**src/outbuf_pkg.sv**
```systemverilog
package outbuf_pkg;

  // Default element width in bits
  parameter int unsigned DATA_W = 16;

  // Default tile geometry
  // Columns match the array lanes, rows match the pipeline depth
  parameter int unsigned ARRAY_W = 4;
  parameter int unsigned ARRAY_D = 4;

  // Width of the runtime size fields, values run from 1 up to the geometry
  parameter int unsigned SIZE_W = 4;

  // Buffer phases
  // EMPTY   waiting for bias columns or result rows
  // LOADED  bias tile is complete and can be pushed
  // PUSHED  result tile is complete and waits to be stored
  typedef enum logic [1:0] {
    EMPTY  = 2'd0,
    LOADED = 2'd1,
    PUSHED = 2'd2
  } buf_state_e;

endpackage : outbuf_pkg

```
**src/outbuf_ctrl_if.sv**
```systemverilog
`timescale 1ns/1ps

interface outbuf_ctrl_if #(
  parameter int unsigned SizeW = outbuf_pkg::SIZE_W
) ();

  // Strobes from the host side
  logic             fill;
  logic             y_valid;
  logic             ready;
  logic             y_push_enable;
  logic             first_load;

  // Runtime tile sizes
  logic [SizeW-1:0] y_width;
  logic [SizeW-1:0] y_height;
  logic [SizeW-1:0] z_width;
  logic [SizeW-1:0] z_height;

  // Answers and status from the buffer controller
  logic             y_ready;
  logic             z_valid;
  logic             loaded;
  logic             y_pushed;
  logic             empty;

  modport ctrl (
    input  fill,
    input  y_valid,
    input  ready,
    input  y_push_enable,
    input  first_load,
    input  y_width,
    input  y_height,
    input  z_width,
    input  z_height,
    output y_ready,
    output z_valid,
    output loaded,
    output y_pushed,
    output empty
  );

  modport host (
    output fill,
    output y_valid,
    output ready,
    output y_push_enable,
    output first_load,
    output y_width,
    output y_height,
    output z_width,
    output z_height,
    input  y_ready,
    input  z_valid,
    input  loaded,
    input  y_pushed,
    input  empty
  );

endinterface : outbuf_ctrl_if

```
**src/outbuf_scm.sv**
```systemverilog
`timescale 1ns/1ps

module outbuf_scm #(
  parameter int unsigned DataW = outbuf_pkg::DATA_W,
  parameter int unsigned Rows  = outbuf_pkg::ARRAY_D,
  parameter int unsigned Cols  = outbuf_pkg::ARRAY_W,
  localparam int unsigned RowAw = (Rows > 1) ? $clog2(Rows) : 1,
  localparam int unsigned ColAw = (Cols > 1) ? $clog2(Cols) : 1
) (
  input  logic                       clk_i,
  input  logic                       rst_ni,
  input  logic                       clear_i,
  input  logic                       row_we_i,
  input  logic                       col_we_i,
  input  logic [RowAw-1:0]           row_waddr_i,
  input  logic [ColAw-1:0]           col_waddr_i,
  input  logic [Cols-1:0][DataW-1:0] row_wdata_i,
  input  logic [Rows-1:0][DataW-1:0] col_wdata_i,
  input  logic [RowAw-1:0]           row_raddr_i,
  input  logic [ColAw-1:0]           col_raddr_i,
  output logic [Cols-1:0][DataW-1:0] row_rdata_o,
  output logic [Rows-1:0][DataW-1:0] col_rdata_o
);

  // Word array, first index is the row
  logic [Rows-1:0][Cols-1:0][DataW-1:0] mem_q;

  // Row writes fill one row, column writes touch one word per row
  always_ff @(posedge clk_i or negedge rst_ni) begin
    if (!rst_ni) begin
      mem_q <= '0;
    end else if (clear_i) begin
      mem_q <= '0;
    end else if (row_we_i) begin
      mem_q[row_waddr_i] <= row_wdata_i;
    end else if (col_we_i) begin
      for (int unsigned r = 0; r < Rows; r++) begin
        mem_q[r][col_waddr_i] <= col_wdata_i[r];
      end
    end
  end

  // Row read port
  always_comb begin
    row_rdata_o = mem_q[row_raddr_i];
  end

  // Column read port gathers one word from every row, which is the transpose
  always_comb begin
    for (int unsigned r = 0; r < Rows; r++) begin
      col_rdata_o[r] = mem_q[r][col_raddr_i];
    end
  end

  // Both write ports share the array, the controller keeps them apart
  assert property (@(posedge clk_i) disable iff (!rst_ni)
    !(row_we_i && col_we_i))
    else $error("outbuf_scm: row and column write in the same cycle");

endmodule : outbuf_scm

```
**src/outbuf_tile.sv**
```systemverilog
`timescale 1ns/1ps

module outbuf_tile #(
  parameter int unsigned DataW = outbuf_pkg::DATA_W,
  parameter int unsigned Width = outbuf_pkg::ARRAY_W,
  parameter int unsigned Depth = outbuf_pkg::ARRAY_D,
  localparam int unsigned StrbW = Depth * (DataW / 8)
) (
  input  logic                        clk_i,
  input  logic                        rst_ni,
  input  logic                        clear_i,
  outbuf_ctrl_if.ctrl                 ctrl,
  input  logic [Width-1:0][DataW-1:0] z_row_i,
  input  logic [Depth-1:0][DataW-1:0] y_col_i,
  output logic [Depth-1:0][DataW-1:0] z_data_o,
  output logic [Width-1:0][DataW-1:0] y_data_o,
  output logic [StrbW-1:0]            z_strb_o
);

  import outbuf_pkg::*;

  localparam int unsigned RowAw = (Depth > 1) ? $clog2(Depth) : 1;
  localparam int unsigned ColAw = (Width > 1) ? $clog2(Width) : 1;
  localparam int unsigned WordB = DataW / 8;

  buf_state_e state_q, state_d;

  // Position counters
  // col_cnt   bias column being loaded
  // push_cnt  bias row being pushed into the array
  // fill_cnt  result row being written
  // store_cnt result column being stored
  logic [ColAw-1:0] col_cnt_q;
  logic [RowAw-1:0] push_cnt_q;
  logic [RowAw-1:0] fill_cnt_q;
  logic [ColAw-1:0] store_cnt_q;

  logic load_en;
  logic store_en;
  logic col_acc;
  logic store_acc;
  logic col_last;
  logic push_last;
  logic fill_last;
  logic store_last;

  // A bias column must not land while result rows arrive or biases
  // are still being pushed out of the previous load
  assign load_en   = (state_q == EMPTY) && !ctrl.fill && (push_cnt_q == '0);
  assign store_en  = (state_q == PUSHED);
  assign col_acc   = load_en && ctrl.y_valid;
  assign store_acc = store_en && ctrl.ready;

  // End of phase detection against the runtime sizes
  assign col_last   = col_acc && (SIZE_W'(col_cnt_q) == ctrl.y_width - SIZE_W'(1));
  assign push_last  = ctrl.y_push_enable &&
                      (SIZE_W'(push_cnt_q) == ctrl.y_height - SIZE_W'(1));
  assign fill_last  = ctrl.fill && (SIZE_W'(fill_cnt_q) == ctrl.z_height - SIZE_W'(1));
  assign store_last = store_acc && (SIZE_W'(store_cnt_q) == ctrl.z_width - SIZE_W'(1));

  always_ff @(posedge clk_i or negedge rst_ni) begin
    if (!rst_ni) begin
      state_q <= EMPTY;
    end else if (clear_i) begin
      state_q <= EMPTY;
    end else begin
      state_q <= state_d;
    end
  end

  always_comb begin
    state_d = state_q;
    case (state_q)
      EMPTY: begin
        if (col_last) begin
          state_d = LOADED;
        end
        // Last fill wins and also covers a tile of height one
        if (fill_last) begin
          state_d = PUSHED;
        end
      end
      LOADED: begin
        if (push_last) begin
          state_d = EMPTY;
        end
        if (fill_last) begin
          state_d = PUSHED;
        end
      end
      PUSHED: begin
        if (store_last) begin
          state_d = EMPTY;
        end
      end
      default: begin
        state_d = EMPTY;
      end
    endcase
  end

  always_ff @(posedge clk_i or negedge rst_ni) begin
    if (!rst_ni) begin
      col_cnt_q <= '0;
    end else if (clear_i || col_last) begin
      col_cnt_q <= '0;
    end else if (col_acc) begin
      col_cnt_q <= col_cnt_q + 1'b1;
    end
  end

  always_ff @(posedge clk_i or negedge rst_ni) begin
    if (!rst_ni) begin
      push_cnt_q <= '0;
    end else if (clear_i || push_last) begin
      push_cnt_q <= '0;
    end else if (ctrl.y_push_enable) begin
      push_cnt_q <= push_cnt_q + 1'b1;
    end
  end

  always_ff @(posedge clk_i or negedge rst_ni) begin
    if (!rst_ni) begin
      fill_cnt_q <= '0;
    end else if (clear_i || fill_last) begin
      fill_cnt_q <= '0;
    end else if (ctrl.fill) begin
      fill_cnt_q <= fill_cnt_q + 1'b1;
    end
  end

  always_ff @(posedge clk_i or negedge rst_ni) begin
    if (!rst_ni) begin
      store_cnt_q <= '0;
    end else if (clear_i || store_last) begin
      store_cnt_q <= '0;
    end else if (store_acc) begin
      store_cnt_q <= store_cnt_q + 1'b1;
    end
  end

  // Handshake answers and status
  assign ctrl.y_ready  = col_acc;
  assign ctrl.z_valid  = store_acc;
  assign ctrl.y_pushed = push_last;
  assign ctrl.loaded   = (state_q == LOADED) || col_last;
  // A first tile has no earlier result to store, so the push frees it
  assign ctrl.empty    = store_last ||
                         ((state_q == LOADED) && push_last && ctrl.first_load);

  // Byte enables cover the valid height of a store column
  always_comb begin
    z_strb_o = '0;
    for (int i = 0; i < int'(Depth); i++) begin
      if (i < int'(ctrl.z_height)) begin
        z_strb_o[i*WordB +: WordB] = '1;
      end
    end
  end

  outbuf_scm #(
    .DataW ( DataW ),
    .Rows  ( Depth ),
    .Cols  ( Width )
  ) i_scm (
    .clk_i       ( clk_i       ),
    .rst_ni      ( rst_ni      ),
    .clear_i     ( clear_i     ),
    .row_we_i    ( ctrl.fill   ),
    .col_we_i    ( col_acc     ),
    .row_waddr_i ( fill_cnt_q  ),
    .col_waddr_i ( col_cnt_q   ),
    .row_wdata_i ( z_row_i     ),
    .col_wdata_i ( y_col_i     ),
    .row_raddr_i ( push_cnt_q  ),
    .col_raddr_i ( store_cnt_q ),
    .row_rdata_o ( y_data_o    ),
    .col_rdata_o ( z_data_o    )
  );

  // Stores only leave a finished result tile
  assert property (@(posedge clk_i) disable iff (!rst_ni)
    ctrl.z_valid |-> (state_q == PUSHED))
    else $error("outbuf_tile: z_valid outside PUSHED");

  assert property (@(posedge clk_i) disable iff (!rst_ni)
    ctrl.fill |-> !ctrl.y_ready)
    else $error("outbuf_tile: bias accepted during fill");

  assert property (@(posedge clk_i) disable iff (!rst_ni)
    state_q inside {EMPTY, LOADED, PUSHED})
    else $error("outbuf_tile: illegal state");

endmodule : outbuf_tile

```
**src/outbuf_top.sv**
```systemverilog
`timescale 1ns/1ps

module outbuf_top #(
  parameter int unsigned DataW = outbuf_pkg::DATA_W,
  parameter int unsigned Width = outbuf_pkg::ARRAY_W,
  parameter int unsigned Depth = outbuf_pkg::ARRAY_D,
  localparam int unsigned StrbW = Depth * (DataW / 8)
) (
  input  logic                            clk_i,
  input  logic                            rst_ni,
  input  logic                            clear_i,
  input  logic                            fill_i,
  input  logic                            y_valid_i,
  input  logic                            ready_i,
  input  logic                            y_push_enable_i,
  input  logic                            first_load_i,
  input  logic [outbuf_pkg::SIZE_W-1:0]   y_width_i,
  input  logic [outbuf_pkg::SIZE_W-1:0]   y_height_i,
  input  logic [outbuf_pkg::SIZE_W-1:0]   z_width_i,
  input  logic [outbuf_pkg::SIZE_W-1:0]   z_height_i,
  input  logic [Width-1:0][DataW-1:0]     z_row_i,
  input  logic [Depth-1:0][DataW-1:0]     y_col_i,
  output logic [Depth-1:0][DataW-1:0]     z_data_o,
  output logic [Width-1:0][DataW-1:0]     y_data_o,
  output logic [StrbW-1:0]                z_strb_o,
  output logic                            y_ready_o,
  output logic                            z_valid_o,
  output logic                            loaded_o,
  output logic                            y_pushed_o,
  output logic                            empty_o
);

  import outbuf_pkg::*;

  outbuf_ctrl_if #(.SizeW(SIZE_W)) ctrl_bus ();

  // Host side of the control bundle
  assign ctrl_bus.fill          = fill_i;
  assign ctrl_bus.y_valid       = y_valid_i;
  assign ctrl_bus.ready         = ready_i;
  assign ctrl_bus.y_push_enable = y_push_enable_i;
  assign ctrl_bus.first_load    = first_load_i;
  assign ctrl_bus.y_width       = y_width_i;
  assign ctrl_bus.y_height      = y_height_i;
  assign ctrl_bus.z_width       = z_width_i;
  assign ctrl_bus.z_height      = z_height_i;

  assign y_ready_o  = ctrl_bus.y_ready;
  assign z_valid_o  = ctrl_bus.z_valid;
  assign loaded_o   = ctrl_bus.loaded;
  assign y_pushed_o = ctrl_bus.y_pushed;
  assign empty_o    = ctrl_bus.empty;

  outbuf_tile #(
    .DataW ( DataW ),
    .Width ( Width ),
    .Depth ( Depth )
  ) i_tile (
    .clk_i    ( clk_i         ),
    .rst_ni   ( rst_ni        ),
    .clear_i  ( clear_i       ),
    .ctrl     ( ctrl_bus.ctrl ),
    .z_row_i  ( z_row_i       ),
    .y_col_i  ( y_col_i       ),
    .z_data_o ( z_data_o      ),
    .y_data_o ( y_data_o      ),
    .z_strb_o ( z_strb_o      )
  );

endmodule : outbuf_top

```
**config.mk**
```make
export PLATFORM = sky130hd
export DESIGN_NAME = outbuf_top
export DESIGN_NICKNAME = d
export VERILOG_FILES = /design/src/outbuf_pkg.sv /design/src/outbuf_ctrl_if.sv /design/src/outbuf_scm.sv /design/src/outbuf_tile.sv /design/src/outbuf_top.sv
export SDC_FILE = /design/constraint.sdc
export NUM_CORES = 1
export LEC_CHECK = 0
export ABC_CLOCK_PERIOD_IN_PS = 3100
export BUFFER_PORTS_ARGS = -buffer_cell sky130_fd_sc_hd__clkbuf_2
export CORE_MARGIN = 2
export CORE_UTILIZATION = 58
export CTS_BUF_LIST = sky130_fd_sc_hd__clkbuf_4 sky130_fd_sc_hd__clkbuf_8
export DETAILED_ROUTE_END_ITERATION = 10
export PLACE_DENSITY_LB_ADDON = 0.08
export SYNTH_ARGS = -nofsm -noshare
export SYNTH_HDL_FRONTEND = slang
export SYNTH_SLANG_ARGS = --single-unit
```
**constraint.sdc**
```tcl
create_clock -name clk_i -period 3.1 [get_ports clk_i]
set_input_delay 0.31 -clock clk_i [delete_from_list [all_inputs] [get_ports clk_i]]
set_output_delay 0.31 -clock clk_i [all_outputs]
set_load 0.005 [all_outputs]
```
Word-level counts from Yosys, hierarchy flattened

Index checks and enable logic that the tools add are counted.

Register bits: 266
Input port bits: 152
Output and inout port bits: 141

Add/subtract/negate cells: 8
Magnitude comparators: 10
Equal/unequal tests: 9
Multiplexer cells: 41
Reduce and logical (&&, ||, !) cells: 27

Operator list:

| cell                                                                     | number |
|---|---|
| 256-bit 2-to-1 mux                                                       | 3 |
| 256-bit bitwise mux                                                      | 1 |
| 64-bit bitwise mux                                                       | 4 |
| 16-bit binary-select mux with 2-bit select                               | 4 |
| 64-bit binary-select mux with 2-bit select                               | 1 |
| 64-bit demux with 2-bit select                                           | 1 |
| 64-bit 2-to-1 mux                                                        | 2 |
| 16-bit 2-to-1 mux                                                        | 5 |
| 2-bit 2-to-1 mux                                                         | 18 |
| 16-bit demux with 2-bit select                                           | 1 |
| 2-bit by 4-bit == test with 1-bit output                                 | 4 |
| 4-bit by 1-bit subtractor with 4-bit output (second input constant)      | 4 |
| 1-bit logical AND                                                        | 12 |
| 2-bit by 3-bit < comparator with 1-bit output (second input constant)    | 4 |
| 2-bit by 1-bit adder with 2-bit output (second input constant)           | 4 |
| 1-bit by 4-bit < comparator with 1-bit output (first input constant)     | 2 |
| 2-bit by 4-bit < comparator with 1-bit output (first input constant)     | 2 |
| 4-bit by 2-bit inequality test with 1-bit output (second input constant) | 2 |
| 2-bit nonzero test                                                       | 4 |
| 1-bit logical OR                                                         | 6 |
| 2-bit one-hot mux with 3 select lines                                    | 1 |
| 2-bit by 1-bit >= comparator with 1-bit output (second input constant)   | 2 |
| 2-bit logical NOT                                                        | 2 |
| 3-bit inequality test (second input constant)                            | 1 |
| 5 further kinds                                                          | 5 |

Longest topological paths before layout

Depth after elaboration: 9
Gate-level depth with buffers: 11
Gate-level depth less buffers: 6

Modules after synthesis

A second synthesis with hierarchy kept.

Cells, all modules: 1,142
Area total of the unflattened synthesis: 16,361.9 µm²

Modules (own cells, without submodules):

| module      | times used | cells an instance | area each (µm²) | seq. area each (µm²) |
|---|---|---|---|---|
| outbuf_scm  | 1          | 1,040             | 15,492.4        | 6,406.1 |
| outbuf_tile | 1          | 102               | 869.6           | 250.2 |

Worst setup path before layout

OpenSTA, ideal clock, no wires.

Kind: register to output
Start: register i_tile.push_cnt_q[1]
End: output port loaded_o
Arrival: 2.083 ns
Data required time: 2.790 ns
Slack: 0.707 ns
Stages on the path, launching flop included: 11
Buffers on the path: 5
Cells stage by stage: dfrtp_1 buf_1 clkbuf_1 inv_1 ha_1 buf_1 clkbuf_1 and2_1 buf_4 nand3_2 o21ai_0

Cells in the longest elaborated chain, start to end: 5

RTL lines:

| what                     | RTL line           | text |
|---|---|---|
| start: declaration       | outbuf_tile.sv:34  | `logic [RowAw-1:0] push_cnt_q;` |
| start signal: assignment | outbuf_tile.sv:118 | `push_cnt_q <= push_cnt_q + 1'b1;` |
| 2-bit logical NOT        | outbuf_tile.sv:49  | `assign load_en = (state_q == EMPTY) && !ctrl.fill && (push_cnt_q == '0);` |
| 1-bit logical AND        | outbuf_tile.sv:49  |  |
| 1-bit logical AND        | outbuf_tile.sv:51  | `assign col_acc = load_en && ctrl.y_valid;` |
| named net y_ready_o      | outbuf_top.sv:26   | `output logic y_ready_o,` |
| 1-bit logical AND        | outbuf_tile.sv:55  | `assign col_last = col_acc && (SIZE_W'(col_cnt_q) == ctrl.y_width - SIZE_W'(1));` |
| 1-bit logical OR         | outbuf_tile.sv:146 | `assign ctrl.loaded = (state_q == LOADED) \|\| col_last;` |
| end: declaration         | outbuf_top.sv:28   | `output logic loaded_o,` |

The timed path passes the listed nets, and every way through them passes these cells.

Worst setup path after layout

Start: register i_tile.push_cnt_q[1]
End: output port empty_o

Cells in the longest elaborated chain, start to end: 5

RTL lines:

| what                                     | RTL line           | text |
|---|---|---|
| 2-bit by 4-bit == test with 1-bit output | outbuf_tile.sv:57  | `(SIZE_W'(push_cnt_q) == ctrl.y_height - SIZE_W'(1));` |
| 1-bit logical AND                        | outbuf_tile.sv:56  | `assign push_last = ctrl.y_push_enable &&` |
| 1-bit logical AND (2 in a row)           | outbuf_tile.sv:149 | `((state_q == LOADED) && push_last && ctrl.first_load);` |
| 1-bit logical OR                         | outbuf_tile.sv:148 | `assign ctrl.empty = store_last \|\|` |
| end: declaration                         | outbuf_top.sv:30   | `output logic empty_o` |

Every way passes these cells.

==> qor.yml <==
design.portCount: 293
finClkSkew_ns: 0.0290
initial_utilization_pct: 58.6
cpPeakStageDelay_ns: 0.60
crit_path_start: "i_tile.push_cnt_q[1]"
slowest_stage: "buf_6"
grt_overflow: 0
ys.flop_type: "dfrtp_1"
drive_above_1_share_pct: 33.6
maxSlewHeadroom_pct: 20.0
total_power_mw: 9.51
nNetsFinal: 1830
synth_top_family_by_area: "compound AO/OA/AOI/OAI gates"
dieArea_sq_mm: 0.0283
drt_first_iter_violations: 2289
grt_max_degree: 85
clkPwrFrac_pct: 39.6
cts_tree: "yes"
vias: 14900
cap_violations: 0
drv_slew: 0
ant_nets: 0
whs_ns: 0.0500
cp_top_family: "buffers and inverters"
die_height_um: 168
dp_hpwl_mm: 36.0
drc: 0
synthAdderAreaFrac_pct: 1.28
reg2reg_from: "i_tile.fill_cnt_q[1]"
syn_nets: 1625
yosys-mux-area-fraction_pct: 18.5
switching_share_pct: 30.5
postSynthAreaPerCell_sq_um: 10.7
setup_tns_ns: 0
htreeDepth: 2
switching_power_mw: 2.90
synthXorXnorAreaFrac_pct: 1.06
grt_use_total_pct: 39.9
clk_latency_ns: 0.58
finalWirelength_mm: 56.9
pwr_density_cell_mw_per_mm2: 512
die_x_um: 168
stdcell_count: 2037
fin_crit_ns: 2.79
yosys_warnings: 0
fin_crit_sh_pct: 90.0
p_comb_share_pct: 20.0
power_leakage_nw: 7.53
rows: 60
numPortBuffers: 292
crit_arrival_ns: 2.48
cts.clk_slew.worst_paths_ns: 0.06
ir_worst_vdd_mv: 0.424
firstDrtPassIters: 6
hold_violations: 0
antenna_found_initial: 2
cts_root_buffer: "clkbuf_8"
p_seq_share_pct: 40.5
gp_congestion: 0.921
fmax_ghz: 0.359
min_from: "y_push_enable_i"
intPower_mw: 6.61
ff_latch_area_sq_mm: 0.00667
tightest_slew_ns: 1.20
ys_types: 36
placed_area_sq_mm: 0.0175
path_max_fanout: 66
synth_seq_cells: 266
cts.path.max_buffers: 3
path_cells: "buf_6, xor2_1, nand4_1, nor2_1, a41o_1, clkbuf_2"
crit_buf_inv: 2
multi_input_area_sq_mm: 0.00844
status: "complete, no violations"
critPathLaunchType: "flop"
syn_area_sq_mm: 0.0157
post-cts-setup-buffers: 0
cts_made_buffers: 48
core_area_sq_mm: 0.0267
final_area_sq_mm: 0.0186
grt_pass1_vias: 14700
worstPathRequired_ns: 2.79
clock_sinks: 266
avgRoutedWirePerCell_um: 27.9
async_reset_ff_share_pct: 100
synth_edf_count: 0
crit_type: "flop to primary output"
seq_area_frac_synth_pct: 42.5
dp_cells: 1952
rsz0062_at_grt: "false"
grt_pass1_wl_mm: 86.2
synth_compound_area_share_pct: 23.9
synthSimpleGateAreaFrac_pct: 7.47
setup_viol: 0
via_per_inst: 7.29
netlist_instances: 1457
hold_path.class: "primary input to flop"
area_growth_syn_to_layout_pct: 18.7
fillCellCount: 2019
crit_path_end_kind: "primary output"
[area by class of cell]
cell class | instances | share of cell area, %
inverters | 17 | 0.344
flip-flops and latches | 266 | 35.9
multi-input cells | 1000 | 45.4
repair buffers | 329 | 10.3
diodes | 2 | 0.0269
clock inverters | 10 | 0.943
clock buffers | 72 | 4.83
well taps | 341 | 2.30
[final timing paths]
| path | cells after the start | slack [ns] | to |
|---|---|---|---|
| max | 6 | 0.31 | empty_o |
| min | 3 | 0.05 | i_tile.push_cnt_q[0] |
| max reg2reg | 5 | 0.62 | i_tile.i_scm.mem_q[103] |
| min reg2reg | 2 | 0.50 | i_tile.i_scm.mem_q[89] |
| max in group asynchronous | 3 | 1.86 | i_tile.i_scm.mem_q[215] |
| min in group asynchronous | 2 | 0.35 | i_tile.i_scm.mem_q[254] |
[power by group through the flow]
stage / clock, mW / combinational, mW / sequential (mW)
floorplan: 0 / 0.992 / 3.82
global placement: 0 / 1.82 / 3.89
detailed placement: 0 / 1.85 / 3.90
CTS: 3.78 / 1.85 / 3.84
global route: 3.95 / 2.00 / 3.87
finish: 3.76 / 1.90 / 3.85
[worst min-delay path, cell delays in order]
cell and delay (ns):
clkbuf_2 0.12, xnor2_1 0.12, nor3_1 0.04
[cell families after synthesis]
family                   Yosys count
multiplexers                     130
XOR/XNOR                          19
flip-flops                       266
AO/OA/AOI/OAI                    545
AND/OR/NAND/NOR                  290
adder cells (fa/ha/maj)           16
buffers and inverters            191
[registers in the layout (all words and copies together), names as in the netlist]
signal and cells:
i_tile.state_q 2, i_tile.i_scm.mem_q 256, i_tile.store_cnt_q 2, i_tile.push_cnt_q 2
i_tile.fill_cnt_q 2, i_tile.col_cnt_q 2
[cell usage in the layout (no fill, tap or decap), types with 2 or more instances in the layout]
cell | netlist | final
clkbuf_2 | 8 | 291
dfrtp_1 | 266 | 262
nand2_1 | 258 | 258
a32oi_1 | 256 | 256
o21ai_0 | 251 | 251
mux4_2 | 128 | 128
clkbuf_8 | 0 | 57
buf_4 | 5 | 23
inv_1 | 17 | 17
a31oi_4 | 0 | 16
clkbuf_4 | 0 | 15
ha_1 | 16 | 12
buf_12 | 0 | 12
xnor2_1 | 11 | 11
nor3_1 | 10 | 10
o21ai_1 | 10 | 10
xor2_1 | 8 | 8
nor2_1 | 5 | 5
clkinv_2 | 0 | 5
bufinv_16 | 0 | 5
a21o_1 | 4 | 4
and2_2 | 0 | 4
ha_2 | 0 | 4
or3_1 | 3 | 3
a21oi_1 | 3 | 3
diode_2 | 0 | 2
nand4_1 | 2 | 2
mux2i_1 | 2 | 2
dfrtp_4 | 0 | 2
dfrtp_2 | 0 | 2
[cell usage after synthesis (4+ instances only)]
library cell	number	share of area, %
a21o_1	4	0.19
a31oi_1	17	0.68
a32oi_1	256	14
and2_1	5	0.20
buf_1	6	0.14
buf_2	49	1.6
buf_4	5	0.24
clkbuf_1	104	2.5
clkbuf_2	8	0.26
dfrtp_1	266	43
ha_1	16	1.3
inv_1	17	0.41
mux4_2	128	18
nand2_1	258	6.2
nor2_1	5	0.12
nor3_1	10	0.32
o21ai_0	251	8.0
o21ai_1	10	0.32
xnor2_1	11	0.62
xor2_1	8	0.45
[repair_timing]
item                                    4_1_cts  5_1_grt
endpoints found under the hold margin        80        0
hold buffers                                  1        0
endpoints found under the setup margin        0        1
resized for setup                             0        1
[per-layer routing]
| layer | vias to the layer above | global-route usage [%] | wire length, um |
|---|---|---|---|
| li1 | 6168 | - | - |
| met1 | 7255 | 53.8 | 21100 |
| met2 | 1237 | 61.2 | 26200 |
| met3 | 190 | 10.4 | 7120 |
| met4 | 0 | 18.8 | 2470 |
| met5 | - | 0 | 0 |
[through the flow]
| step | utilization, % | setup slack, ns |
|---|---|---|
| global placement | 65.4 | 0.741 |
| detailed placement | 65.4 | 0.663 |
| floorplan | - | 0.707 |
| global route | 69.5 | 0.159 |
| CTS | 69.5 | 0.0857 |
| finish | 69.5 | 0.311 |
Power figures use the tool's default switching activity.
